File: src/design/tx_dsc_pkg.sv
package tx_dsc_pkg;

  //////////////////////////////////////////////////
  // Queue table geometry
  //////////////////////////////////////////////////

  localparam int NB_QUEUES      = 8;
  localparam int QUEUE_ID_WIDTH = 3;

  // Wide enough to hold a ring size of 512.
  localparam int RING_PTR_WIDTH = 10;
  localparam int ADDR_WIDTH     = 64;

  // One descriptor is 64 bytes.
  localparam int DSC_SHIFT = 6;
  localparam int CNT_WIDTH = 32;

  //////////////////////////////////////////////////
  // Pending-read FIFO
  //////////////////////////////////////////////////

  localparam int READS_FIFO_DEPTH = 16;

  // Leaves room for the reads still in the doorbell pipeline.
  localparam int READS_FIFO_ALM_FULL = 12;
  localparam int FIFO_PTR_WIDTH      = $clog2(READS_FIFO_DEPTH);
  localparam int FIFO_CNT_WIDTH      = FIFO_PTR_WIDTH + 1;

  // Fetch request generator states.
  typedef enum logic [1:0] {
    IDLE,
    REQ_HIGH,
    REQ_LOW,
    SECOND_PENDING
  } fetch_state_t;

endpackage
File: src/design/tx_dsc_fetch_top.sv
`timescale 1ns/1ps

module tx_dsc_fetch_top (
  input  logic                                  clk,
  input  logic                                  rst,

  // Queue config.
  input  logic                                  cfg_wr_en,
  input  logic [tx_dsc_pkg::QUEUE_ID_WIDTH-1:0] cfg_queue_id,
  input  logic [tx_dsc_pkg::ADDR_WIDTH-1:0]     cfg_base_addr,
  input  logic [tx_dsc_pkg::RING_PTR_WIDTH-1:0] ring_size,

  // Doorbells.
  input  logic                                  tail_wr_en,
  input  logic [tx_dsc_pkg::QUEUE_ID_WIDTH-1:0] tail_queue_id,
  input  logic [tx_dsc_pkg::RING_PTR_WIDTH-1:0] tail_value,

  // Descriptor fetch requests.
  output logic                                  fetch_req,
  input  logic                                  fetch_ack,
  output logic [tx_dsc_pkg::ADDR_WIDTH-1:0]     fetch_addr,
  output logic [tx_dsc_pkg::RING_PTR_WIDTH-1:0] fetch_nb_dsc,
  output logic [tx_dsc_pkg::QUEUE_ID_WIDTH-1:0] fetch_queue_id,
  output logic [tx_dsc_pkg::RING_PTR_WIDTH-1:0] fetch_head,

  // Counters.
  output logic [tx_dsc_pkg::CNT_WIDTH-1:0]      ignored_dsc_cnt,
  output logic [tx_dsc_pkg::CNT_WIDTH-1:0]      empty_tail_cnt,
  output logic [tx_dsc_pkg::CNT_WIDTH-1:0]      dsc_cnt
);

  logic                                  rd_en;
  logic [tx_dsc_pkg::QUEUE_ID_WIDTH-1:0] rd_queue_id;
  logic [tx_dsc_pkg::RING_PTR_WIDTH-1:0] new_tail;
  logic [tx_dsc_pkg::ADDR_WIDTH-1:0]     rd_base;
  logic [tx_dsc_pkg::RING_PTR_WIDTH-1:0] rd_head;

  logic                                  push;
  logic [tx_dsc_pkg::QUEUE_ID_WIDTH-1:0] push_queue_id;
  logic [tx_dsc_pkg::ADDR_WIDTH-1:0]     push_base;
  logic [tx_dsc_pkg::RING_PTR_WIDTH-1:0] push_head;
  logic [tx_dsc_pkg::RING_PTR_WIDTH-1:0] push_tail;

  logic                                  pop;
  logic                                  valid;
  logic [tx_dsc_pkg::QUEUE_ID_WIDTH-1:0] out_queue_id;
  logic [tx_dsc_pkg::ADDR_WIDTH-1:0]     out_base;
  logic [tx_dsc_pkg::RING_PTR_WIDTH-1:0] out_head;
  logic [tx_dsc_pkg::RING_PTR_WIDTH-1:0] out_tail;
  logic                                  alm_full;

  tx_queue_table queue_table (
    .clk           (clk),
    .rst           (rst),
    .cfg_wr_en     (cfg_wr_en),
    .cfg_queue_id  (cfg_queue_id),
    .cfg_base_addr (cfg_base_addr),
    .rd_en         (rd_en),
    .rd_queue_id   (rd_queue_id),
    .new_tail      (new_tail),
    .rd_base       (rd_base),
    .rd_head       (rd_head)
  );

  doorbell_monitor db_monitor (
    .clk             (clk),
    .rst             (rst),
    .tail_wr_en      (tail_wr_en),
    .tail_queue_id   (tail_queue_id),
    .tail_value      (tail_value),
    .fifo_alm_full   (alm_full),
    .rd_en           (rd_en),
    .rd_queue_id     (rd_queue_id),
    .new_tail        (new_tail),
    .rd_base         (rd_base),
    .rd_head         (rd_head),
    .push            (push),
    .push_queue_id   (push_queue_id),
    .push_base       (push_base),
    .push_head       (push_head),
    .push_tail       (push_tail),
    .ignored_dsc_cnt (ignored_dsc_cnt),
    .empty_tail_cnt  (empty_tail_cnt)
  );

  dsc_reads_fifo reads_fifo (
    .clk           (clk),
    .rst           (rst),
    .push          (push),
    .push_queue_id (push_queue_id),
    .push_base     (push_base),
    .push_head     (push_head),
    .push_tail     (push_tail),
    .pop           (pop),
    .valid         (valid),
    .out_queue_id  (out_queue_id),
    .out_base      (out_base),
    .out_head      (out_head),
    .out_tail      (out_tail),
    .alm_full      (alm_full)
  );

  fetch_request_gen req_gen (
    .clk            (clk),
    .rst            (rst),
    .ring_size      (ring_size),
    .valid          (valid),
    .out_queue_id   (out_queue_id),
    .out_base       (out_base),
    .out_head       (out_head),
    .out_tail       (out_tail),
    .pop            (pop),
    .fetch_req      (fetch_req),
    .fetch_ack      (fetch_ack),
    .fetch_addr     (fetch_addr),
    .fetch_nb_dsc   (fetch_nb_dsc),
    .fetch_queue_id (fetch_queue_id),
    .fetch_head     (fetch_head),
    .dsc_cnt        (dsc_cnt)
  );

endmodule

File: src/design/fetch_request_gen.sv
`timescale 1ns/1ps

module fetch_request_gen (
  input  logic                                  clk,
  input  logic                                  rst,
  input  logic [tx_dsc_pkg::RING_PTR_WIDTH-1:0] ring_size,

  // Pending-read FIFO.
  input  logic                                  valid,
  input  logic [tx_dsc_pkg::QUEUE_ID_WIDTH-1:0] out_queue_id,
  input  logic [tx_dsc_pkg::ADDR_WIDTH-1:0]     out_base,
  input  logic [tx_dsc_pkg::RING_PTR_WIDTH-1:0] out_head,
  input  logic [tx_dsc_pkg::RING_PTR_WIDTH-1:0] out_tail,
  output logic                                  pop,

  // Four-phase fetch handshake.
  output logic                                  fetch_req,
  input  logic                                  fetch_ack,
  output logic [tx_dsc_pkg::ADDR_WIDTH-1:0]     fetch_addr,
  output logic [tx_dsc_pkg::RING_PTR_WIDTH-1:0] fetch_nb_dsc,
  output logic [tx_dsc_pkg::QUEUE_ID_WIDTH-1:0] fetch_queue_id,
  output logic [tx_dsc_pkg::RING_PTR_WIDTH-1:0] fetch_head,

  output logic [tx_dsc_pkg::CNT_WIDTH-1:0]      dsc_cnt
);

  tx_dsc_pkg::fetch_state_t state;

  logic                                  has_second;
  logic                                  wraps;
  logic [tx_dsc_pkg::ADDR_WIDTH-1:0]     base_q;
  logic [tx_dsc_pkg::RING_PTR_WIDTH-1:0] tail_q;

  // Head equal to tail never reaches the FIFO, so this is a true wrap.
  assign wraps = (out_tail <= out_head);

  // Only pop once the previous handshake has fully closed.
  assign pop = (state == tx_dsc_pkg::IDLE) & valid & ~fetch_ack;

  //////////////////////////////////////////////////
  // Handshake FSM
  //////////////////////////////////////////////////

  always_ff @(posedge clk) begin
    if (rst) begin
      state      <= tx_dsc_pkg::IDLE;
      fetch_req  <= 1'b0;
      has_second <= 1'b0;
      dsc_cnt    <= '0;
    end else begin
      case (state)
        tx_dsc_pkg::IDLE: begin
          if (pop) begin
            fetch_req  <= 1'b1;
            has_second <= wraps & (out_tail != '0);
            state      <= tx_dsc_pkg::REQ_HIGH;
          end
        end
        tx_dsc_pkg::REQ_HIGH: begin
          if (fetch_ack) begin
            fetch_req <= 1'b0;
            dsc_cnt   <= dsc_cnt + tx_dsc_pkg::CNT_WIDTH'(fetch_nb_dsc);
            state     <= tx_dsc_pkg::REQ_LOW;
          end
        end
        tx_dsc_pkg::REQ_LOW: begin
          if (!fetch_ack) begin
            state <= has_second ? tx_dsc_pkg::SECOND_PENDING : tx_dsc_pkg::IDLE;
          end
        end
        tx_dsc_pkg::SECOND_PENDING: begin
          fetch_req  <= 1'b1;
          has_second <= 1'b0;
          state      <= tx_dsc_pkg::REQ_HIGH;
        end
        default: state <= tx_dsc_pkg::IDLE;
      endcase
    end
  end

  //////////////////////////////////////////////////
  // Request fields
  //////////////////////////////////////////////////

  always_ff @(posedge clk) begin
    if (pop) begin
      base_q         <= out_base;
      tail_q         <= out_tail;
      fetch_queue_id <= out_queue_id;
      fetch_head     <= out_head;
      fetch_addr     <= out_base + (tx_dsc_pkg::ADDR_WIDTH'(out_head) << tx_dsc_pkg::DSC_SHIFT);
      // First half of a wrap runs to the end of the ring.
      fetch_nb_dsc   <= wraps ? ring_size - out_head : out_tail - out_head;
    end else if (state == tx_dsc_pkg::SECOND_PENDING) begin
      fetch_addr   <= base_q;
      fetch_nb_dsc <= tail_q;
      fetch_head   <= '0;
    end
  end

endmodule

File: src/design/dsc_reads_fifo.sv
`timescale 1ns/1ps

module dsc_reads_fifo (
  input  logic                                  clk,
  input  logic                                  rst,

  input  logic                                  push,
  input  logic [tx_dsc_pkg::QUEUE_ID_WIDTH-1:0] push_queue_id,
  input  logic [tx_dsc_pkg::ADDR_WIDTH-1:0]     push_base,
  input  logic [tx_dsc_pkg::RING_PTR_WIDTH-1:0] push_head,
  input  logic [tx_dsc_pkg::RING_PTR_WIDTH-1:0] push_tail,

  // First-word fall-through read side.
  input  logic                                  pop,
  output logic                                  valid,
  output logic [tx_dsc_pkg::QUEUE_ID_WIDTH-1:0] out_queue_id,
  output logic [tx_dsc_pkg::ADDR_WIDTH-1:0]     out_base,
  output logic [tx_dsc_pkg::RING_PTR_WIDTH-1:0] out_head,
  output logic [tx_dsc_pkg::RING_PTR_WIDTH-1:0] out_tail,
  output logic                                  alm_full
);

  logic [tx_dsc_pkg::QUEUE_ID_WIDTH-1:0] qid_mem  [tx_dsc_pkg::READS_FIFO_DEPTH];
  logic [tx_dsc_pkg::ADDR_WIDTH-1:0]     base_mem [tx_dsc_pkg::READS_FIFO_DEPTH];
  logic [tx_dsc_pkg::RING_PTR_WIDTH-1:0] head_mem [tx_dsc_pkg::READS_FIFO_DEPTH];
  logic [tx_dsc_pkg::RING_PTR_WIDTH-1:0] tail_mem [tx_dsc_pkg::READS_FIFO_DEPTH];

  logic [tx_dsc_pkg::FIFO_PTR_WIDTH-1:0] wr_ptr;
  logic [tx_dsc_pkg::FIFO_PTR_WIDTH-1:0] rd_ptr;
  logic [tx_dsc_pkg::FIFO_CNT_WIDTH-1:0] count;
  logic                                  wr_ok;
  logic                                  rd_ok;

  assign wr_ok    = push & (count != tx_dsc_pkg::FIFO_CNT_WIDTH'(tx_dsc_pkg::READS_FIFO_DEPTH));
  assign rd_ok    = pop & valid;
  assign valid    = (count != '0);
  assign alm_full = (count >= tx_dsc_pkg::FIFO_CNT_WIDTH'(tx_dsc_pkg::READS_FIFO_ALM_FULL));

  assign out_queue_id = qid_mem[rd_ptr];
  assign out_base     = base_mem[rd_ptr];
  assign out_head     = head_mem[rd_ptr];
  assign out_tail     = tail_mem[rd_ptr];

  // Pointers wrap on their own since the depth is a power of two.
  always_ff @(posedge clk) begin
    if (rst) begin
      wr_ptr <= '0;
      rd_ptr <= '0;
      count  <= '0;
    end else begin
      if (wr_ok) wr_ptr <= wr_ptr + 1'b1;
      if (rd_ok) rd_ptr <= rd_ptr + 1'b1;
      count <= count + wr_ok - rd_ok;
    end
  end

  always_ff @(posedge clk) begin
    if (wr_ok) begin
      qid_mem[wr_ptr]  <= push_queue_id;
      base_mem[wr_ptr] <= push_base;
      head_mem[wr_ptr] <= push_head;
      tail_mem[wr_ptr] <= push_tail;
    end
  end

endmodule

File: src/design/doorbell_monitor.sv
`timescale 1ns/1ps

module doorbell_monitor (
  input  logic                                  clk,
  input  logic                                  rst,

  // Doorbell strobe from the CPU.
  input  logic                                  tail_wr_en,
  input  logic [tx_dsc_pkg::QUEUE_ID_WIDTH-1:0] tail_queue_id,
  input  logic [tx_dsc_pkg::RING_PTR_WIDTH-1:0] tail_value,
  input  logic                                  fifo_alm_full,

  // Queue table port.
  output logic                                  rd_en,
  output logic [tx_dsc_pkg::QUEUE_ID_WIDTH-1:0] rd_queue_id,
  output logic [tx_dsc_pkg::RING_PTR_WIDTH-1:0] new_tail,
  input  logic [tx_dsc_pkg::ADDR_WIDTH-1:0]     rd_base,
  input  logic [tx_dsc_pkg::RING_PTR_WIDTH-1:0] rd_head,

  // Push side of the pending-read FIFO.
  output logic                                  push,
  output logic [tx_dsc_pkg::QUEUE_ID_WIDTH-1:0] push_queue_id,
  output logic [tx_dsc_pkg::ADDR_WIDTH-1:0]     push_base,
  output logic [tx_dsc_pkg::RING_PTR_WIDTH-1:0] push_head,
  output logic [tx_dsc_pkg::RING_PTR_WIDTH-1:0] push_tail,

  // Counters.
  output logic [tx_dsc_pkg::CNT_WIDTH-1:0]      ignored_dsc_cnt,
  output logic [tx_dsc_pkg::CNT_WIDTH-1:0]      empty_tail_cnt
);

  logic                                  rd_valid_q;
  logic [tx_dsc_pkg::QUEUE_ID_WIDTH-1:0] queue_id_q;
  logic [tx_dsc_pkg::RING_PTR_WIDTH-1:0] tail_q;

  // Doorbells are dropped while the FIFO is almost full.
  assign rd_en       = tail_wr_en & ~fifo_alm_full;
  assign rd_queue_id = tail_queue_id;
  assign new_tail    = tail_value;

  //////////////////////////////////////////////////
  // Table read stage
  //////////////////////////////////////////////////

  always_ff @(posedge clk) begin
    if (rst) begin
      rd_valid_q      <= 1'b0;
      ignored_dsc_cnt <= '0;
    end else begin
      rd_valid_q <= rd_en;
      if (tail_wr_en & fifo_alm_full) begin
        ignored_dsc_cnt <= ignored_dsc_cnt + 1'b1;
      end
    end
  end

  // Id and tail travel alongside the table read.
  always_ff @(posedge clk) begin
    queue_id_q <= tail_queue_id;
    tail_q     <= tail_value;
  end

  //////////////////////////////////////////////////
  // Compare stage
  //////////////////////////////////////////////////

  always_ff @(posedge clk) begin
    if (rst) begin
      push           <= 1'b0;
      empty_tail_cnt <= '0;
    end else begin
      push <= rd_valid_q & (rd_head != tail_q);
      if (rd_valid_q & (rd_head == tail_q)) begin
        empty_tail_cnt <= empty_tail_cnt + 1'b1;
      end
    end
  end

  always_ff @(posedge clk) begin
    push_queue_id <= queue_id_q;
    push_base     <= rd_base;
    push_head     <= rd_head;
    push_tail     <= tail_q;
  end

endmodule

File: src/design/tx_queue_table.sv
`timescale 1ns/1ps

module tx_queue_table (
  input  logic                                  clk,
  input  logic                                  rst,

  // Config writes.
  input  logic                                  cfg_wr_en,
  input  logic [tx_dsc_pkg::QUEUE_ID_WIDTH-1:0] cfg_queue_id,
  input  logic [tx_dsc_pkg::ADDR_WIDTH-1:0]     cfg_base_addr,

  // Doorbell read port, which also stores the new tail.
  input  logic                                  rd_en,
  input  logic [tx_dsc_pkg::QUEUE_ID_WIDTH-1:0] rd_queue_id,
  input  logic [tx_dsc_pkg::RING_PTR_WIDTH-1:0] new_tail,
  output logic [tx_dsc_pkg::ADDR_WIDTH-1:0]     rd_base,
  output logic [tx_dsc_pkg::RING_PTR_WIDTH-1:0] rd_head
);

  logic [tx_dsc_pkg::ADDR_WIDTH-1:0]     base_mem [tx_dsc_pkg::NB_QUEUES];
  logic [tx_dsc_pkg::RING_PTR_WIDTH-1:0] tail_mem [tx_dsc_pkg::NB_QUEUES];

  // Table update.
  // A config write in the same cycle as a doorbell on that queue wins.
  always_ff @(posedge clk) begin
    if (rst) begin
      for (int i = 0; i < tx_dsc_pkg::NB_QUEUES; i++) begin
        base_mem[i] <= '0;
        tail_mem[i] <= '0;
      end
    end else begin
      if (rd_en) begin
        tail_mem[rd_queue_id] <= new_tail;
      end
      if (cfg_wr_en) begin
        base_mem[cfg_queue_id] <= cfg_base_addr;
        tail_mem[cfg_queue_id] <= '0;
      end
    end
  end

  // Read port returns the values held before this cycle's write.
  // The old tail becomes the head of the new range.
  always_ff @(posedge clk) begin
    if (rd_en) begin
      rd_base <= base_mem[rd_queue_id];
      rd_head <= tail_mem[rd_queue_id];
    end
  end

endmodule

File: config.mk
export PLATFORM = sky130hd
export DESIGN_NAME = tx_dsc_fetch_top
export DESIGN_NICKNAME = d
export VERILOG_FILES = /design/src/design/tx_dsc_pkg.sv /design/src/design/tx_dsc_fetch_top.sv /design/src/design/fetch_request_gen.sv /design/src/design/dsc_reads_fifo.sv /design/src/design/doorbell_monitor.sv /design/src/design/tx_queue_table.sv
export SDC_FILE = /design/constraint.sdc
export NUM_CORES = 2
export LEC_CHECK = 0
export BUFFER_PORTS_ARGS = -buffer_cell sky130_fd_sc_hd__buf_2
export CAP_MARGIN = 5
export CORE_MARGIN = 5
export CORE_UTILIZATION = 62
export DETAILED_ROUTE_END_ITERATION = 12
export MAX_ROUTING_LAYER = met4
export PLACE_DENSITY = 0.79
export SYNTH_ARGS = -nofsm -noshare
export SYNTH_HDL_FRONTEND = slang
export SYNTH_SLANG_ARGS = --single-unit
File: constraint.sdc
create_clock -name clk -period 8.2 [get_ports clk]
set_clock_uncertainty 0.15 [all_clocks]
set_input_delay 1.64 -clock clk [delete_from_list [all_inputs] [get_ports clk]]
set_output_delay 1.64 -clock clk [all_outputs]
set_load 0.005 [all_outputs]
==> run_results.csv <==
group,metric,value,unit
placed_design,port_buffers,278,
yosys,synth_top_area_cell,"edfxtp_1",
global_routing,grt_antenna_before_repair,51,
cts,clkSinkCount,2438,
timing,final-hold-violation-count,0,
status,status,"finished clean",
die,ioPinCount,279,
cells_and_area,fin_nets,5890,
die,initial_utilization,62.5,%
critical_path,arrival,6.69,ns
timing,rsz0062_at_grt,"no",
min_path,hold_path.class,"reg -> reg",
cells_and_area,area_growth_syn_to_layout,11.4,%
cells_and_area,design_area,0.106,sq mm
cells_and_area,drive_gt1_share,20.0,%
yosys,syn-cell-area,0.0952,sq mm
timing,tns,0,ns
cts,cts_tree,"built",
critical_path,crit_required,8.60,ns
timing,finalHoldWorstSlack,0.197,ns
critical_path,critical_path_class,"reg -> reg",
yosys,syn_nets,5607,
critical_path,rr_worst_depth,14,
route,dr.pass1.iters,8,
yosys,synth.yosys.seq_area_share,73.8,%
yosys,synth.top_cell.area_share,67.5,%
timing,slew_headroom,17.3,%
global_routing,grt_first_pass_wirelength,362000,um
power,p_leak,0.0351,uW
critical_path,cp-start-kind,"flip-flop",
critical_path,r2r_end,"req_gen.fetch_addr[44]",
yosys,ys_ff_latch,2438,
yosys,ys_types,62,
route,num_vias,53500,
yosys,avgSynthCellArea,17.5,sq um
route,wirelength,250000,um
placed_design,dp_hpwl,133000,um
power,pwr_density_cell,298,mW/mm^2
timing,period_share,76.7,%
timing,clock.fmax,0.159,GHz
cts,ctsResizeCount,0,
timing,finalSetupViolCount,0,
route,ant_nets,0,
yosys,syn_inst,5449,
placed_design,postPlaceCellArea,0.0985,sq mm
global_routing,grt-ovfl-total,0,
cts,clkTransAtPathRegs,0.06,ns
critical_path,endpoint_kind,"flip-flop",
cells_and_area,regArea,0.0702,sq mm
critical_path,rrSetupSlack,1.91,ns
cts,cts_hold_buf,0,
critical_path,critPathCapture,"req_gen.fetch_addr[44]",
cells_and_area,final_cell_mix,"2139 x edfxtp_1, 535 x and2_1, 401 x mux4_2",
cells_and_area,fillers,9025,
route,post_drt_wl_per_cell,31.2,um
global_routing,grt_start_max_net_pins,101,
cts,clk_latency,0.86,ns
cts,cts_root_buf,"clkbuf_16",
cts,htreeDepth,4,
timing,fin_ws,1.91,ns
yosys,synth_edf_count,2139,
yosys,synth_warnings,0,
cells_and_area,multi_input_area,0.0234,sq mm
die,coreArea,0.152,sq mm
global_routing,grt_pass1_vias,53500,
die,die_area,0.161,sq mm
job,drv_cap,0,
yosys,ys_top_cells_by_area,"edfxtp_1 68%, mux4_2 9.5%, dfxtp_1 6.3%",
yosys,synth_flop_cell,"edfxtp_1",
die,die_y,402,um
die,die_width,402,um
timing,slew_viol_final,0,
global_routing,gr-usage-all-layers,31.5,%
timing,worst_slew_pin_slew,1.23,ns
yosys,async_flop_share,0,%
power,ir_drop,228,uV
route,viasPerCell,6.68,
cts,cts_made_buffers,221,
route,drt-initial-drc-count,7666,
cells_and_area,layout_commonest_cell,"edfxtp_1",
die,num_rows,143,
placed_design,gp_congestion,0.873,
timing,period_minus_slack,6.29,ns
placed_design,dp_slack,2.05,ns
critical_path,crit_fanout,47,
cts,cts.path.max_buffers,3,
cts,post_cts_buffers,0,
route,drcViolationCount,0,
[flip-flops by register name, indices dropped and copies added (netlist names), 10 cells and up, named ones only]
register,flops
req_gen.fetch_addr,64
queue_table.rd_base,64
db_monitor.push_tail,10
req_gen.base_q,64
req_gen.tail_q,10
db_monitor.push_base,64
queue_table.tail_mem,80
db_monitor.tail_q,10
db_monitor.push_head,10
req_gen.dsc_cnt,32
reads_fifo.tail_mem,160
db_monitor.empty_tail_cnt,32
reads_fifo.base_mem,1024
db_monitor.ignored_dsc_cnt,32
queue_table.base_mem,512
req_gen.fetch_head,10
reads_fifo.qid_mem,48
req_gen.fetch_nb_dsc,10
queue_table.rd_head,10
reads_fifo.head_mem,160
[metal layers]
layer / part of all wire, % / global-route usage [%] / vias to the layer above
met1: 35 / 41.2 / 27200
met2: 49 / 49.8 / 3834
li1: - / - / 21900
met4: 3.6 / 11.3 / 0
met3: 12 / 6.95 / 548
met5: 0 / - / -
[critical path, cell delays in order, from the launching register on]
cell and delay [ns]:
dfxtp_4 1.00, buf_4 0.51, mux4_2 0.57, mux4_2 0.62, ha_1 0.34, fa_1 0.45
a21o_1 0.22, a211oi_1 0.44, nor4_1 0.14, o31a_1 0.40, and2_1 0.40, nand3_1 0.35
a211oi_1 0.11, xnor2_1 0.19, o21ai_0 0.10
[power by group]
part	switching, uW	internal [uW]	leakage, uW
Clock	4540	5920	0.00361
Combinational	3030	2270	0.00932
Sequential	951	14900	0.0221
Total	8520	23100	0.0351
[logic make-up (layout without fill, tap and decap cells)]
| kind of cell | after synthesis | count (layout) | synth area share (%) |
|---|---|---|---|
| buf+inv | 366 | 846 | 1.77 |
| other cells | 0 | 40 | 0 |
| xor+xnor | 168 | 168 | 1.55 |
| mux | 415 | 415 | 9.64 |
| fa+ha+maj | 63 | 63 | 0.868 |
| flops | 2438 | 2438 | 73.8 |
| simple gates | 1361 | 1361 | 7.91 |
| compound gates | 638 | 638 | 4.47 |
[Yosys cell counts, types with 10 or more instances]
| cell | n |
|---|---|
| o21ai_0 | 88 |
| nand3_1 | 40 |
| nor4_1 | 16 |
| and2_1 | 551 |
| or2_2 | 12 |
| nand2_1 | 213 |
| nand4_1 | 112 |
| mux4_2 | 401 |
| buf_4 | 28 |
| mux2i_1 | 10 |
| buf_6 | 13 |
| edfxtp_1 | 2139 |
| ha_1 | 58 |
| a22oi_1 | 360 |
| xnor2_1 | 89 |
| nor3b_1 | 86 |
| buf_2 | 33 |
| nor2b_1 | 20 |
| inv_1 | 55 |
| dfxtp_1 | 299 |
| nor2_1 | 228 |
| nand2b_1 | 10 |
| buf_1 | 25 |
| nor3_1 | 28 |
| a21o_1 | 14 |
| a21oi_1 | 131 |
| and3_1 | 13 |
| xor2_1 | 79 |
| clkbuf_1 | 205 |
[metrics by stage]
step / std cells / power [uW] / util (%)
after floorplan: 5449 / 19300 / -
after global placement: 7539 / 21000 / 64.7
after detailed placement: 7539 / 21200 / 64.7
after CTS: 7959 / 31600 / 69.6
after global routing: 7996 / 32700 / 69.6
final: 7999 / 31600 / 69.6
[worst min-delay path by stage]
stage	start	endpoint	slack, ns	cells after the start
2_1_floorplan	db_monitor.queue_id_q[0]	db_monitor.push_queue_id[0]	0.16	0
3_3_place_gp	queue_table.rd_base[60]	db_monitor.push_base[60]	0.17	0
3_5_place_dp	queue_table.rd_base[57]	db_monitor.push_base[57]	0.18	0
4_1_cts	queue_table.rd_base[57]	db_monitor.push_base[57]	0.20	0
5_1_grt	queue_table.rd_base[18]	db_monitor.push_base[18]	0.20	0
6_report	queue_table.rd_base[57]	db_monitor.push_base[57]	0.20	0
[final cells by class]
class | instances | share of cell area [%]
flip-flops and latches | 2438 | 66.2
diodes | 40 | 0.0944
repair buffers | 370 | 2.00
well taps | 2030 | 2.40
multi-input cells | 2645 | 22.1
inverters | 56 | 0.202
clock inverters | 110 | 1.10
clock buffers | 310 | 5.86
No activity file was read; power rests on OpenSTA's default activity.
